==> src/design/rp_pkg.sv <==
package rp_pkg;

  //////////////////////////////////////////////////////////////////////
  // fast analog path
  //////////////////////////////////////////////////////////////////////

  localparam int unsigned ADC_RAW_W = 16;  // raw ADC word, 2 reserved lsbs
  localparam int unsigned SAMPLE_W  = 14;  // converted sample width

  typedef logic signed [SAMPLE_W-1:0] sample_t;    // two's complement
  typedef logic        [SAMPLE_W-1:0] dac_code_t;  // unsigned, negative slope

  // both channels move together
  typedef struct packed {
    sample_t ch_a;
    sample_t ch_b;
  } sample_pair_t;

  //////////////////////////////////////////////////////////////////////
  // system bus
  //////////////////////////////////////////////////////////////////////

  localparam int unsigned SYS_ADDR_W  = 32;
  localparam int unsigned SYS_DATA_W  = 32;
  localparam int unsigned NUM_REGIONS = 8;
  localparam int unsigned REGION_LSB  = 20;  // region field lsb
  localparam int unsigned REGION_MSB  = 22;  // region field msb

  typedef logic [REGION_MSB-REGION_LSB:0] region_t;

  typedef struct packed {
    logic [SYS_ADDR_W-1:0]   addr;   // byte address
    logic [SYS_DATA_W-1:0]   wdata;
    logic [SYS_DATA_W/8-1:0] sel;    // byte select
    logic                    wen;    // one cycle write strobe
    logic                    ren;    // one cycle read strobe
  } sys_req_t;

  typedef struct packed {
    logic [SYS_DATA_W-1:0] rdata;  // valid while ack
    logic                  err;
    logic                  ack;
  } sys_rsp_t;

  // housekeeping block
  localparam region_t                 HK_REGION   = 3'd0;
  localparam logic [SYS_DATA_W-1:0]   HK_ID_VALUE = 32'h5250_0a01;
  localparam logic [REGION_LSB-1:0]   HK_OFS_ID   = 20'h0_0000;
  localparam logic [REGION_LSB-1:0]   HK_OFS_LOOP = 20'h0_0004;
  localparam logic [REGION_LSB-1:0]   HK_OFS_LED  = 20'h0_0008;

endpackage

==> src/design/adc_frontend.sv <==
`timescale 1ns/10ps

module adc_frontend (
  input  logic                           adc_clk,
  input  logic                           rst_i,
  input  logic [rp_pkg::ADC_RAW_W-1:0]   adc_dat_a_i,   // channel a, raw
  input  logic [rp_pkg::ADC_RAW_W-1:0]   adc_dat_b_i,   // channel b, raw
  input  logic                           loop_en_i,     // digital loop switch
  input  rp_pkg::sample_pair_t           loop_pair_i,   // dac side samples
  output rp_pkg::sample_pair_t           pair_o
);

  import rp_pkg::*;

  logic [SAMPLE_W-1:0] cap_a;  // captured negative slope code
  logic [SAMPLE_W-1:0] cap_b;
  sample_pair_t        conv_pair;

  //////////////////////////////////////////////////////////////////////
  // input capture
  //////////////////////////////////////////////////////////////////////

  // low 2 bits reserved on the 16 bit part, dropped here
  always_ff @(posedge adc_clk)
  begin
    if (rst_i)
    begin
      cap_a <= '0;
      cap_b <= '0;
    end
    else
    begin
      cap_a <= adc_dat_a_i[ADC_RAW_W-1 -: SAMPLE_W];
      cap_b <= adc_dat_b_i[ADC_RAW_W-1 -: SAMPLE_W];
    end
  end

  // negative slope to two's complement, keep msb and flip the rest
  assign conv_pair.ch_a = sample_t'({cap_a[SAMPLE_W-1], ~cap_a[SAMPLE_W-2:0]});
  assign conv_pair.ch_b = sample_t'({cap_b[SAMPLE_W-1], ~cap_b[SAMPLE_W-2:0]});

  // loop source bypasses the converter, no extra register
  assign pair_o = loop_en_i ? loop_pair_i : conv_pair;

endmodule

==> src/design/sample_delay_line.sv <==
`timescale 1ns/10ps

module sample_delay_line #(
  parameter int unsigned DELAY_DEPTH = 4  // stages, 1 or more
) (
  input  logic                  adc_clk,
  input  logic                  rst_i,
  input  rp_pkg::sample_pair_t  pair_i,
  output rp_pkg::sample_pair_t  pair_o
);

  import rp_pkg::*;

  sample_pair_t stage_q [DELAY_DEPTH];  // stage 0 nearest the input

  // plain shift, advances every cycle
  always_ff @(posedge adc_clk)
  begin
    if (rst_i)
    begin
      for (int i = 0; i < DELAY_DEPTH; i++)
        stage_q[i] <= '0;
    end
    else
    begin
      stage_q[0] <= pair_i;
      for (int i = 1; i < DELAY_DEPTH; i++)
        stage_q[i] <= stage_q[i-1];
    end
  end

  assign pair_o = stage_q[DELAY_DEPTH-1];  // oldest pair

endmodule

==> src/design/dac_backend.sv <==
`timescale 1ns/10ps

module dac_backend (
  input  logic                  adc_clk,
  input  logic                  rst_i,
  input  rp_pkg::sample_pair_t  pair_i,
  output rp_pkg::dac_code_t     dac_dat_a_o,  // channel a code
  output rp_pkg::dac_code_t     dac_dat_b_o,  // channel b code
  output logic                  dac_rst_o     // registered dac reset
);

  import rp_pkg::*;

  // code of a zero sample, what the path shows out of reset
  localparam dac_code_t DAC_RST_CODE = {1'b0, {(SAMPLE_W-1){1'b1}}};

  dac_code_t dac_a_q;
  dac_code_t dac_b_q;
  logic      dac_rst_q;

  //////////////////////////////////////////////////////////////////////
  // output registers
  //////////////////////////////////////////////////////////////////////

  // back to negative slope, same msb keep / low bits flip rule
  always_ff @(posedge adc_clk)
  begin
    if (rst_i)
    begin
      dac_a_q <= DAC_RST_CODE;
      dac_b_q <= DAC_RST_CODE;
    end
    else
    begin
      dac_a_q <= {pair_i.ch_a[SAMPLE_W-1], ~pair_i.ch_a[SAMPLE_W-2:0]};
      dac_b_q <= {pair_i.ch_b[SAMPLE_W-1], ~pair_i.ch_b[SAMPLE_W-2:0]};
    end
  end

  // one cycle behind rst_i, so it outlasts reset by a cycle
  always_ff @(posedge adc_clk)
  begin
    dac_rst_q <= rst_i;
  end

  assign dac_dat_a_o = dac_a_q;
  assign dac_dat_b_o = dac_b_q;
  assign dac_rst_o   = dac_rst_q;

endmodule

==> src/design/sys_bus_decoder.sv <==
`timescale 1ns/10ps

module sys_bus_decoder (
  input  logic              adc_clk,
  input  logic              rst_i,
  input  rp_pkg::sys_req_t  sys_req_i,  // from bus master
  output rp_pkg::sys_rsp_t  sys_rsp_o,  // back to bus master
  output rp_pkg::sys_req_t  hk_req_o,   // to housekeeping, strobes gated
  input  rp_pkg::sys_rsp_t  hk_rsp_i
);

  import rp_pkg::*;

  region_t                region;
  logic [NUM_REGIONS-1:0] region_sel;  // one hot
  logic                   strobe;
  sys_rsp_t               rsp_arr [NUM_REGIONS];

  //////////////////////////////////////////////////////////////////////
  // region select
  //////////////////////////////////////////////////////////////////////

  assign region     = sys_req_i.addr[REGION_MSB:REGION_LSB];
  assign region_sel = {{(NUM_REGIONS-1){1'b0}}, 1'b1} << region;
  assign strobe     = sys_req_i.wen | sys_req_i.ren;

  // address, data and sel pass through, strobes only into region 0
  always_comb
  begin
    hk_req_o     = sys_req_i;
    hk_req_o.wen = sys_req_i.wen & region_sel[HK_REGION];
    hk_req_o.ren = sys_req_i.ren & region_sel[HK_REGION];
  end

  //////////////////////////////////////////////////////////////////////
  // response mux
  //////////////////////////////////////////////////////////////////////

  // empty regions read zero, no error, ack in the strobe cycle
  always_comb
  begin
    for (int i = 0; i < NUM_REGIONS; i++)
    begin
      if (i == int'(HK_REGION))
        rsp_arr[i] = hk_rsp_i;
      else
      begin
        rsp_arr[i].rdata = '0;
        rsp_arr[i].err   = 1'b0;
        rsp_arr[i].ack   = strobe;
      end
    end
  end

  assign sys_rsp_o = rsp_arr[region];  // addr held until ack

endmodule

==> src/design/hk_regs.sv <==
`timescale 1ns/10ps

module hk_regs (
  input  logic              adc_clk,
  input  logic              rst_i,
  input  rp_pkg::sys_req_t  req_i,      // strobes already region gated
  output rp_pkg::sys_rsp_t  rsp_o,
  output logic              loop_en_o,  // digital loop switch
  output logic [7:0]        led_o
);

  import rp_pkg::*;

  logic [REGION_LSB-1:0] ofs;       // offset inside the region
  logic                  wr_byte0;  // write hitting byte 0
  logic                  loop_q;
  logic [7:0]            led_q;
  logic                  ack_q;
  logic [SYS_DATA_W-1:0] rdata_q;
  logic [SYS_DATA_W-1:0] rd_mux;

  assign ofs      = req_i.addr[REGION_LSB-1:0];
  assign wr_byte0 = req_i.wen & req_i.sel[0];

  //////////////////////////////////////////////////////////////////////
  // control registers
  //////////////////////////////////////////////////////////////////////

  always_ff @(posedge adc_clk)
  begin
    if (rst_i)
    begin
      loop_q <= 1'b0;
      led_q  <= '0;
    end
    else if (wr_byte0)
    begin
      if (ofs == HK_OFS_LOOP)
        loop_q <= req_i.wdata[0];
      if (ofs == HK_OFS_LED)
        led_q <= req_i.wdata[7:0];  // unmapped offsets ignore the write
    end
  end

  //////////////////////////////////////////////////////////////////////
  // read path
  //////////////////////////////////////////////////////////////////////

  always_comb
  begin
    case (ofs)
      HK_OFS_ID:   rd_mux = HK_ID_VALUE;
      HK_OFS_LOOP: rd_mux = {{(SYS_DATA_W-1){1'b0}}, loop_q};
      HK_OFS_LED:  rd_mux = {{(SYS_DATA_W-8){1'b0}}, led_q};
      default:     rd_mux = '0;  // hole reads zero
    endcase
  end

  // ack one cycle after either strobe
  always_ff @(posedge adc_clk)
  begin
    if (rst_i)
      ack_q <= 1'b0;
    else
      ack_q <= req_i.wen | req_i.ren;
  end

  always_ff @(posedge adc_clk)
  begin
    if (req_i.ren)
      rdata_q <= rd_mux;  // lines up with ack
  end

  assign rsp_o.rdata = rdata_q;
  assign rsp_o.err   = 1'b0;
  assign rsp_o.ack   = ack_q;
  assign loop_en_o   = loop_q;
  assign led_o       = led_q;

endmodule

==> src/design/rp_signal_top.sv <==
`timescale 1ns/10ps

module rp_signal_top #(
  parameter int unsigned DELAY_DEPTH = 4  // stages between adc and dac path
) (
  input  logic                          adc_clk,
  input  logic                          rst_i,
  // adc
  input  logic [rp_pkg::ADC_RAW_W-1:0]  adc_dat_a_i,
  input  logic [rp_pkg::ADC_RAW_W-1:0]  adc_dat_b_i,
  // system bus
  input  rp_pkg::sys_req_t              sys_req_i,
  output rp_pkg::sys_rsp_t              sys_rsp_o,
  // dac
  output rp_pkg::dac_code_t             dac_dat_a_o,
  output rp_pkg::dac_code_t             dac_dat_b_o,
  output logic                          dac_rst_o,
  // leds
  output logic [7:0]                    led_o
);

  import rp_pkg::*;

  sample_pair_t adc_pair;  // front end to delay line
  sample_pair_t dly_pair;  // delay line to dac, also the loop source
  sys_req_t     hk_req;
  sys_rsp_t     hk_rsp;
  logic         loop_en;

  //////////////////////////////////////////////////////////////////////
  // signal path
  //////////////////////////////////////////////////////////////////////

  adc_frontend i_adc_frontend (
    .adc_clk     (adc_clk),
    .rst_i       (rst_i),
    .adc_dat_a_i (adc_dat_a_i),
    .adc_dat_b_i (adc_dat_b_i),
    .loop_en_i   (loop_en),
    .loop_pair_i (dly_pair),   // closes the digital loop
    .pair_o      (adc_pair)
  );

  sample_delay_line #(
    .DELAY_DEPTH (DELAY_DEPTH)
  ) i_sample_delay_line (
    .adc_clk (adc_clk),
    .rst_i   (rst_i),
    .pair_i  (adc_pair),
    .pair_o  (dly_pair)
  );

  dac_backend i_dac_backend (
    .adc_clk     (adc_clk),
    .rst_i       (rst_i),
    .pair_i      (dly_pair),
    .dac_dat_a_o (dac_dat_a_o),
    .dac_dat_b_o (dac_dat_b_o),
    .dac_rst_o   (dac_rst_o)
  );

  //////////////////////////////////////////////////////////////////////
  // bus decode and housekeeping
  //////////////////////////////////////////////////////////////////////

  sys_bus_decoder i_sys_bus_decoder (
    .adc_clk   (adc_clk),
    .rst_i     (rst_i),
    .sys_req_i (sys_req_i),
    .sys_rsp_o (sys_rsp_o),
    .hk_req_o  (hk_req),
    .hk_rsp_i  (hk_rsp)
  );

  hk_regs i_hk_regs (
    .adc_clk   (adc_clk),
    .rst_i     (rst_i),
    .req_i     (hk_req),
    .rsp_o     (hk_rsp),
    .loop_en_o (loop_en),  // into the front end select
    .led_o     (led_o)
  );

endmodule

==> config.mk <==
export PLATFORM = sky130hd
export DESIGN_NAME = rp_signal_top
export DESIGN_NICKNAME = d
export VERILOG_FILES = /design/src/design/rp_pkg.sv /design/src/design/adc_frontend.sv /design/src/design/sample_delay_line.sv /design/src/design/dac_backend.sv /design/src/design/sys_bus_decoder.sv /design/src/design/hk_regs.sv /design/src/design/rp_signal_top.sv
export SDC_FILE = /design/constraint.sdc
export NUM_CORES = 1
export LEC_CHECK = 0
export BUFFER_PORTS_ARGS = -buffer_cell sky130_fd_sc_hd__buf_2
export CORE_UTILIZATION = 40
export DETAILED_ROUTE_END_ITERATION = 16
export GPL_TIMING_DRIVEN = 1
export REMOVE_ABC_BUFFERS = 1
export SLEW_MARGIN = 20
export SYNTH_ARGS = -nofsm -noshare
export SYNTH_HDL_FRONTEND = slang
export SYNTH_SLANG_ARGS = --single-unit
export TNS_END_PERCENT = 5
==> constraint.sdc <==
create_clock -name adc_clk -period 1.45 [get_ports adc_clk]
set_input_delay 0.0725 -clock adc_clk [delete_from_list [all_inputs] [get_ports adc_clk]]
set_output_delay 0.0725 -clock adc_clk [all_outputs]
set_load 0.005 [all_outputs]
== Word level (Yosys, flattened, before mapping) ==
Memories as Yosys holds them, arrays and structs flattened.
Index checks and enable logic that the tools add are counted.
Operators by class
  order comparisons: 1
  equal/unequal tests: 2
  shift-type cells: 1
  muxes and demuxes: 12
  bitwise logic cells: 14
  reductions and logical operators: 3
Operators by type and width (number)
  two-way mux 28 bit: 5
  binary-select mux 34 bit (select 3 bit): 1
  one-hot mux 31 bit (3 select lines): 1
  two-way mux 34 bit: 2
  NOT 13 bit: 4
  equality test 20 x 3 -> 1 bit (second input constant): 1
  equality test 20 x 4 -> 1 bit (second input constant): 1
  zero test 20 bit: 1
  OR 1 bit: 6
  greater-or-equal comparator 4 bit (second input constant): 1
  NOT 3 -> 4 bit: 1
  AND reduction 2 bit: 2
  bitwise AND 1 bit: 3
  two-way mux 1 bit: 3
  << shifter 1 x 3 -> 1 bit (first input constant): 1
Storage, ports and cells
  bits in registers: 99
  RAM bits: 112
  bits of input ports: 104
  output and inout bits: 71
  logic and storage cells: 43
  memories kept: 1
Memories
  i_sample_delay_line.stage_q: words 4, bits a word 28, read ports 4, clocked after memory_dff 0, wr ports 4, RTL line sample_delay_line.sv:14  | sample_pair_t stage_q [DELAY_DEPTH];

== Depth between registers and ports, before layout ==
Gate-level depths: netlist of the first run.
  word-level depth: 4
  mapped depth: 5
  gate-level depth less buffers: 4

== By module ==
From an unflattened synthesis of the first run, not the netlist that was laid out.
Second synthesis, totals
  cell total of the unflattened synthesis: 628
  area total of the unflattened synthesis: 6782.8 sq um
By module, submodules not included
  sample_delay_line: times used 1, cells each 236, area an instance 3022.9 sq um, sequential area each 2242.2 sq um
  adc_frontend: times used 1, cells each 118, area an instance 1178.6 sq um, sequential area each 560.5 sq um
  hk_regs: times used 1, cells each 106, area an instance 1022.2 sq um, sequential area each 470.5 sq um
  sys_bus_decoder: times used 1, cells each 109, area an instance 780.7 sq um, sequential area each 0.0 sq um
  dac_backend: times used 1, cells each 59, area an instance 778.2 sq um, sequential area each 580.6 sq um

== Worst setup path before layout of the first run ==
No wires, ideal clock.
  path kind: input to register
  from: input sys_req_i[60] in the netlist's numbering
  to: register i_hk_regs.rdata_q[0], enable pin
  setup time: 0.337 ns
  data arrival time: 0.912 ns
  required time: 1.113 ns
  setup slack: 0.200 ns
  stages on the path: 3
  buffers on the path: 1
  cells stage by stage: nor3_1 clkbuf_1 and2_1
RTL lines
  from (decl): RTL line rp_signal_top.sv:12  | input rp_pkg::sys_req_t sys_req_i,
  to (signal assigned): RTL line hk_regs.sv:71  | rdata_q <= rd_mux;
  to (decl): RTL line hk_regs.sv:19  | logic [SYS_DATA_W-1:0] rdata_q;

==> results of run 1 <==
==> cells by family after synthesis <==
group	count (synthesis)	synth area share, %
compound gates	47	4.04
buf+inv	56	5.31
flops	188	66.3
mux	2	0.344
other cells	1	0.0645
simple gates	242	24.0
==> area by class of cell <==
class | count | share of cell area (%)
inverter | 3 | 0.149
clock buffer | 17 | 5.62
sequential | 188 | 51.0
clock inverter | 15 | 1.94
multi-input combinational | 309 | 22.8
tap | 180 | 2.98
timing repair buffer | 172 | 15.5
==> worst max-delay path by stage <==
stage	endpoint	startpoint	cells past startpoint	slack [ps]
after floorplan	i_hk_regs.rdata_q[0]$_DFFE_PP_	i_hk_regs.loop_en_o$_SDFFE_PP0P_	4	-220
after global placement	i_hk_regs.rdata_q[1]$_DFFE_PP_	sys_req_i[53]	6	2
after detailed placement	i_hk_regs.rdata_q[3]$_DFFE_PP_	sys_req_i[53]	6	-30
after CTS	i_hk_regs.ack_q$_SDFF_PP0_	rst_i	5	30
after global routing	sys_rsp_o[0]	sys_req_i[59]	6	4
final	sys_rsp_o[0]	sys_req_i[59]	6	20
==> critical path, delay by kind of cell <==
kind,cells,cell delay (ps)
compound gates,1,50
simple gates,2,450
buf+inv,3,780
==> through the flow <==
stage	TNS (ps)	total power [mW]	area [sq um]
after floorplan	-4320	5.73	5580
after global placement	0	5.95	6520
after detailed placement	-149	5.97	6520
after CTS	0	10.5	7520
after global routing	0	10.8	7560
final	0	10.4	7560
==> layout by cell type, fill, tap and decap left out, types with 2 or more instances in the layout <==
master	n
clkinv_4	2
conb_1	18
nor2b_1	114
nand3_1	10
clkinvlp_4	3
nor2_1	58
clkinv_1	4
dfxtp_1	178
mux2i_1	2
nor4_2	4
and4b_1	2
bufinv_16	2
dlygate4sd3_1	43
buf_12	2
inv_1	3
a21oi_1	38
nor3_1	2
edfxtp_1	9
nand4_1	2
clkbuf_16	18
o21ai_0	9
buf_4	10
nand2b_1	26
buf_2	115
and2_1	17
==> layer usage <==
layer / routed length (microns) / part of all wire, %
met1: 4630 / 48
met4: 182 / 1.9
met2: 4300 / 44
met5: 0 / 0
met3: 622 / 6.4
==> registers in the layout, indices dropped and copies added (netlist names) <==
register                     cells
i_hk_regs.loop_en_o              1
i_adc_frontend.cap_b            14
i_hk_regs.ack_q                  1
i_adc_frontend.cap_a            14
i_sample_delay_line.stage_q    112
i_dac_backend.dac_dat_b_o       14
i_hk_regs.rdata_q                9
i_dac_backend.dac_rst_o          1
i_dac_backend.dac_dat_a_o       14
i_hk_regs.led_o                  8
==> report_power, final <==
| part | switching [mW] | total [mW] | internal, mW |
|---|---|---|---|
| registers | 0.0443 | 5.44 | 5.39 |
| clock network | 1.91 | 4.44 | 2.53 |
| logic | 0.217 | 0.513 | 0.296 |
==> what timing repair did <==
item	in CTS	in global routing
hold buffers	43	0
endpoints found under the hold margin	44	0
resized for setup	0	3
endpoints found under the setup margin	0	2
==> metrics.txt, run 1 <==
list of most frequent post-synthesis cells 179 x dfxtp_1, 114 x nor2b_1, 58 x nor2_1, 38 x a21oi_1, 26 x nand2b_1; Async S/R FF share, synth 0%; number of flops mapped to enable cells by yosys 9; post-route insts no fill 884; antenna viol nets, final 0; HP Start sys_req_i[40]; worst flop-to-flop path startpoint i_hk_regs.loop_en_o$_SDFFE_PP0P_; RePlAce Congestion 0.826; io pins 175; Max clock buf depth 2; FP Rows 43; hold path endpoint i_hk_regs.rdata_q[28]$_DFFE_PP_; status finished, final reports clean; sequential area share after synthesis 66.3%; Max-Cap Viols 0; Post-route DRC 0; Iter 0 DRT Violations 156; WL final just under 10,000 microns; met3 usage 4.69%; largest net degree at the start of global routing 86; YS warnings 0; Die Ht about 120 microns; cell with the most instances after synthesis dfxtp_1; clock sinks 188; fmax 0.701 GHz; pwr dens 1370 nW/um^2; CTS tree done; slowest library cell on the worst path dlygate4sd3_1; CP Launch Type primary input; M2 GR Usage 21.4%; Final Hold Viols 0; hold_ws approximately 28 ps; Core Region ~14,000 sq um; GR Util All Layers a little over an eighth; n_diodes 0; Die Width 123 microns; dpl cells 808; Synth Cell Area 5820 sq um; Synth area leader dfxtp_1; initial antenna violation count 0; R2R Setup Slk 450 ps; Max stage delay on crit path 550 ps; Worst Setup Path Type in2out; Crit path top cell by count buf_2; crit share post-route a little over nine tenths; CP Max Fanout 3; postcts setup bufs 0; Syn Area/Cell 10.9 sq um; IO buf count 116; final core utilization 53.9%; Routed WL per cell roughly 11 microns; total CTS buffers 17; Setup Skew 5.25 ps; share of cells above drive strength 1 23.6%; gr busiest metal met2; Critical Path End Type output pin; RSZ-0062 raised after global routing no; Setup Slack @ Placement -28.6 ps; Critical Path RT about 1400 ps; ys flop type dfxtp_1; terminus of the critical flop-to-flop path i_sample_delay_line.stage_q[0][5]$_SDFF_PP0_; first-pass GRT wire length 15,400 microns; post-detail-place hpwl 5770 microns; Worst-Skew Late Latency 420 ps; GR Util met1 between 10% and 20%; fin crit period 1430 ps; Register Area 3850 sq um; Starting Density 41.4%; top-area cell type share of the netlist area 61.6%; synth unique cells 25; DR vias about 3,800; fin. max-slew vios 0; Root Buffer Master clkbuf_16; final setup vio count 0; H-tree depth 4; Syn-to-layout area delta 30.0%; FF+latch count, synth 188; VDD IR-drop max 0.770 mV; synth top area cells dfxtp_1 62%, nor2b_1 12%, edfxtp_1 4.6%; Fill cells 1,271; CP Cell Sequence buf_2 > dlygate4sd3_1 > or3_4 > nor2_1 > a21oi_1 > buf_2; Multi-input gate area 1730 sq um; Via density between 4 and 5; hold-critical path depth 2; Synth Instances 536; FF-to-FF path depth 4; Pre-antenna DRT Iters 6; DIE AREA roughly 15,000 sq um; setup ws final 22.9 ps; LEAKAGE 3.16 nW; Final nets 795; Worst-path clk slew approximately 60 ps; total grt overflow 0; worst hold path type in2reg; vias in the first global route 3,501; Worst EP arrival 1350 ps
Note: power is estimated with default switching activity, not from simulation.
==> run 2, diff against run 1 <==
--- a/config.mk
+++ b/config.mk
@@ -13,5 +13,6 @@
 export SLEW_MARGIN = 20
 export SYNTH_ARGS = -nofsm -noshare
 export SYNTH_HDL_FRONTEND = slang
+export SYNTH_HIERARCHICAL = 1
 export SYNTH_SLANG_ARGS = --single-unit
 export TNS_END_PERCENT = 5
==> metrics.txt, run 2 <==
Worst-path clk slew approximately 60 ps; first-pass GRT wire length approximately 17,000 microns; pwr dens 1350 nW/um^2; worst hold path type in2reg; largest net degree at the start of global routing 48; Syn Area/Cell between 10 and 15 sq um; LEAKAGE 3.22 nW; n_diodes 0; FP Rows 46; setup ws final 40.2 ps; CP Launch Type register; Top reg by flops i_sample_delay_line/stage_q; worst setup path start i_hk_regs/ack_q$_SDFF_PP0_; Syn-to-layout area delta 22.4%; Critical Path RT 1380 ps; Routed WL per cell ~11 microns; H-tree depth 4; Worst-Skew Late Latency around 420 ps; Post-route DRC 0; post-route insts no fill 940; Setup Slack @ Placement -260 ps; crit share post-route 97.2%; dpl cells 872; final setup vio count 0; VDD IR-drop max 0.778 mV; Via density 4.14; initial antenna violation count 0; Core Region roughly 16,000 sq um; share of cells above drive strength 1 27.2%; most common cell after layout, fill and taps aside dfxtp_1; max reg flops 112; final core utilization 50.0%; Iter 0 DRT Violations about 110; total CTS buffers 17; HP Start sys_req_i[40]; YS warnings 6; fin. max-slew vios 0; overall power around 11 mW; WL final 10,400 microns; Worst EP arrival 1340 ps; Root Buffer Master clkbuf_16; Pre-antenna DRT Iters 4; status finished, final reports clean; fmax roughly 0.71 GHz; clock sinks 188; CP Max Fanout 1; post-detail-place hpwl 6720 microns; Die Ht 129 microns; Max clock buf depth 2; Starting Density 40.9%; most frequent cells in the layout 178 x dfxtp_1, 138 x nor2b_1, 115 x buf_2, 39 x and2_1, 37 x dlygate4sd3_1; vias in the first global route 3,610; worst flop-to-flop path startpoint i_hk_regs/loop_en_o$_SDFFE_PP0P_; post-cts sizing count 0; fin crit period 1410 ps; postcts setup bufs 0; antenna viol nets, final 0; GR Util All Layers about an eighth; IO buf count ~120; Final Hold Viols 0; Synth Instances 589; DIE AREA approximately 17,000 sq um; Synth Cell Area roughly 6500 sq um; Setup Skew 6.16 ps; Worst Setup Path Type reg2out; io pins 175; Die Width 129 microns; RSZ-0062 raised after global routing yes; Critical Path End Type output pin; setup TNS 0 ps; Final nets just over 800; Max-Cap Viols 0; total grt overflow 0; DR vias 3,894; RePlAce Congestion ~0.74; CTS tree done
-- run 2: what timing repair did --
action                                  4_1_cts  5_1_grt
endpoints found under the setup margin        0        1
hold endpoints to repair                     38        0
hold buffers                                 37        0
-- run 2: critical path, stage by stage, from the launching register on --
cell and delay [ps]:
dfxtp_1 290, or4_1 390, o31a_1 120, buf_2 120
-- run 2: worst paths after layout --
kind	end	slack [ps]	cells after the start
max	sys_rsp_o[0]	40	3
min	i_hk_regs/rdata_q[28]$_DFFE_PP_	30	2
max reg2reg	i_sample_delay_line/stage_q[0][21]$_SDFF_PP0_	340	4
min reg2reg	i_dac_backend/dac_dat_a_o[3]$_SDFF_PP1_	390	1
-- run 2: final cells by class --
| type | count | area (sq um) |
|---|---|---|
| multi-input cells | 334 | 2070 |
| inverters | 2 | 7.51 |
| clock inverters | 12 | 173 |
| clock buffers | 19 | 433 |
| well taps | 216 | 270 |
| repair buffers | 169 | 1140 |
| flip-flops and latches | 188 | 3850 |
| fillers | 1464 | 7940 |
-- run 2: layer usage --
layer,track usage (%),vias to the layer above,routed length [microns]
met3,4.62,14,603
met5,0,-,0
met1,15.2,1745,4910
met4,6.09,0,157
li1,-,2023,-
met2,21.4,112,4730
-- run 2: report_power, final --
part	total (mW)	switching (mW)	internal (mW)
sequential	5.45	0.0521	5.39
combinational	0.523	0.205	0.318
clock	4.76	1.89	2.88
total	10.7	2.14	8.59
-- run 2: metrics by stage --
stage	cell area, sq um	hold WS (ps)
2_1_floorplan	5930	100
3_3_place_gp	6970	279
3_5_place_dp	6970	284
4_1_cts	7940	4.35
5_1_grt	7940	35.2
6_report	7940	33.5
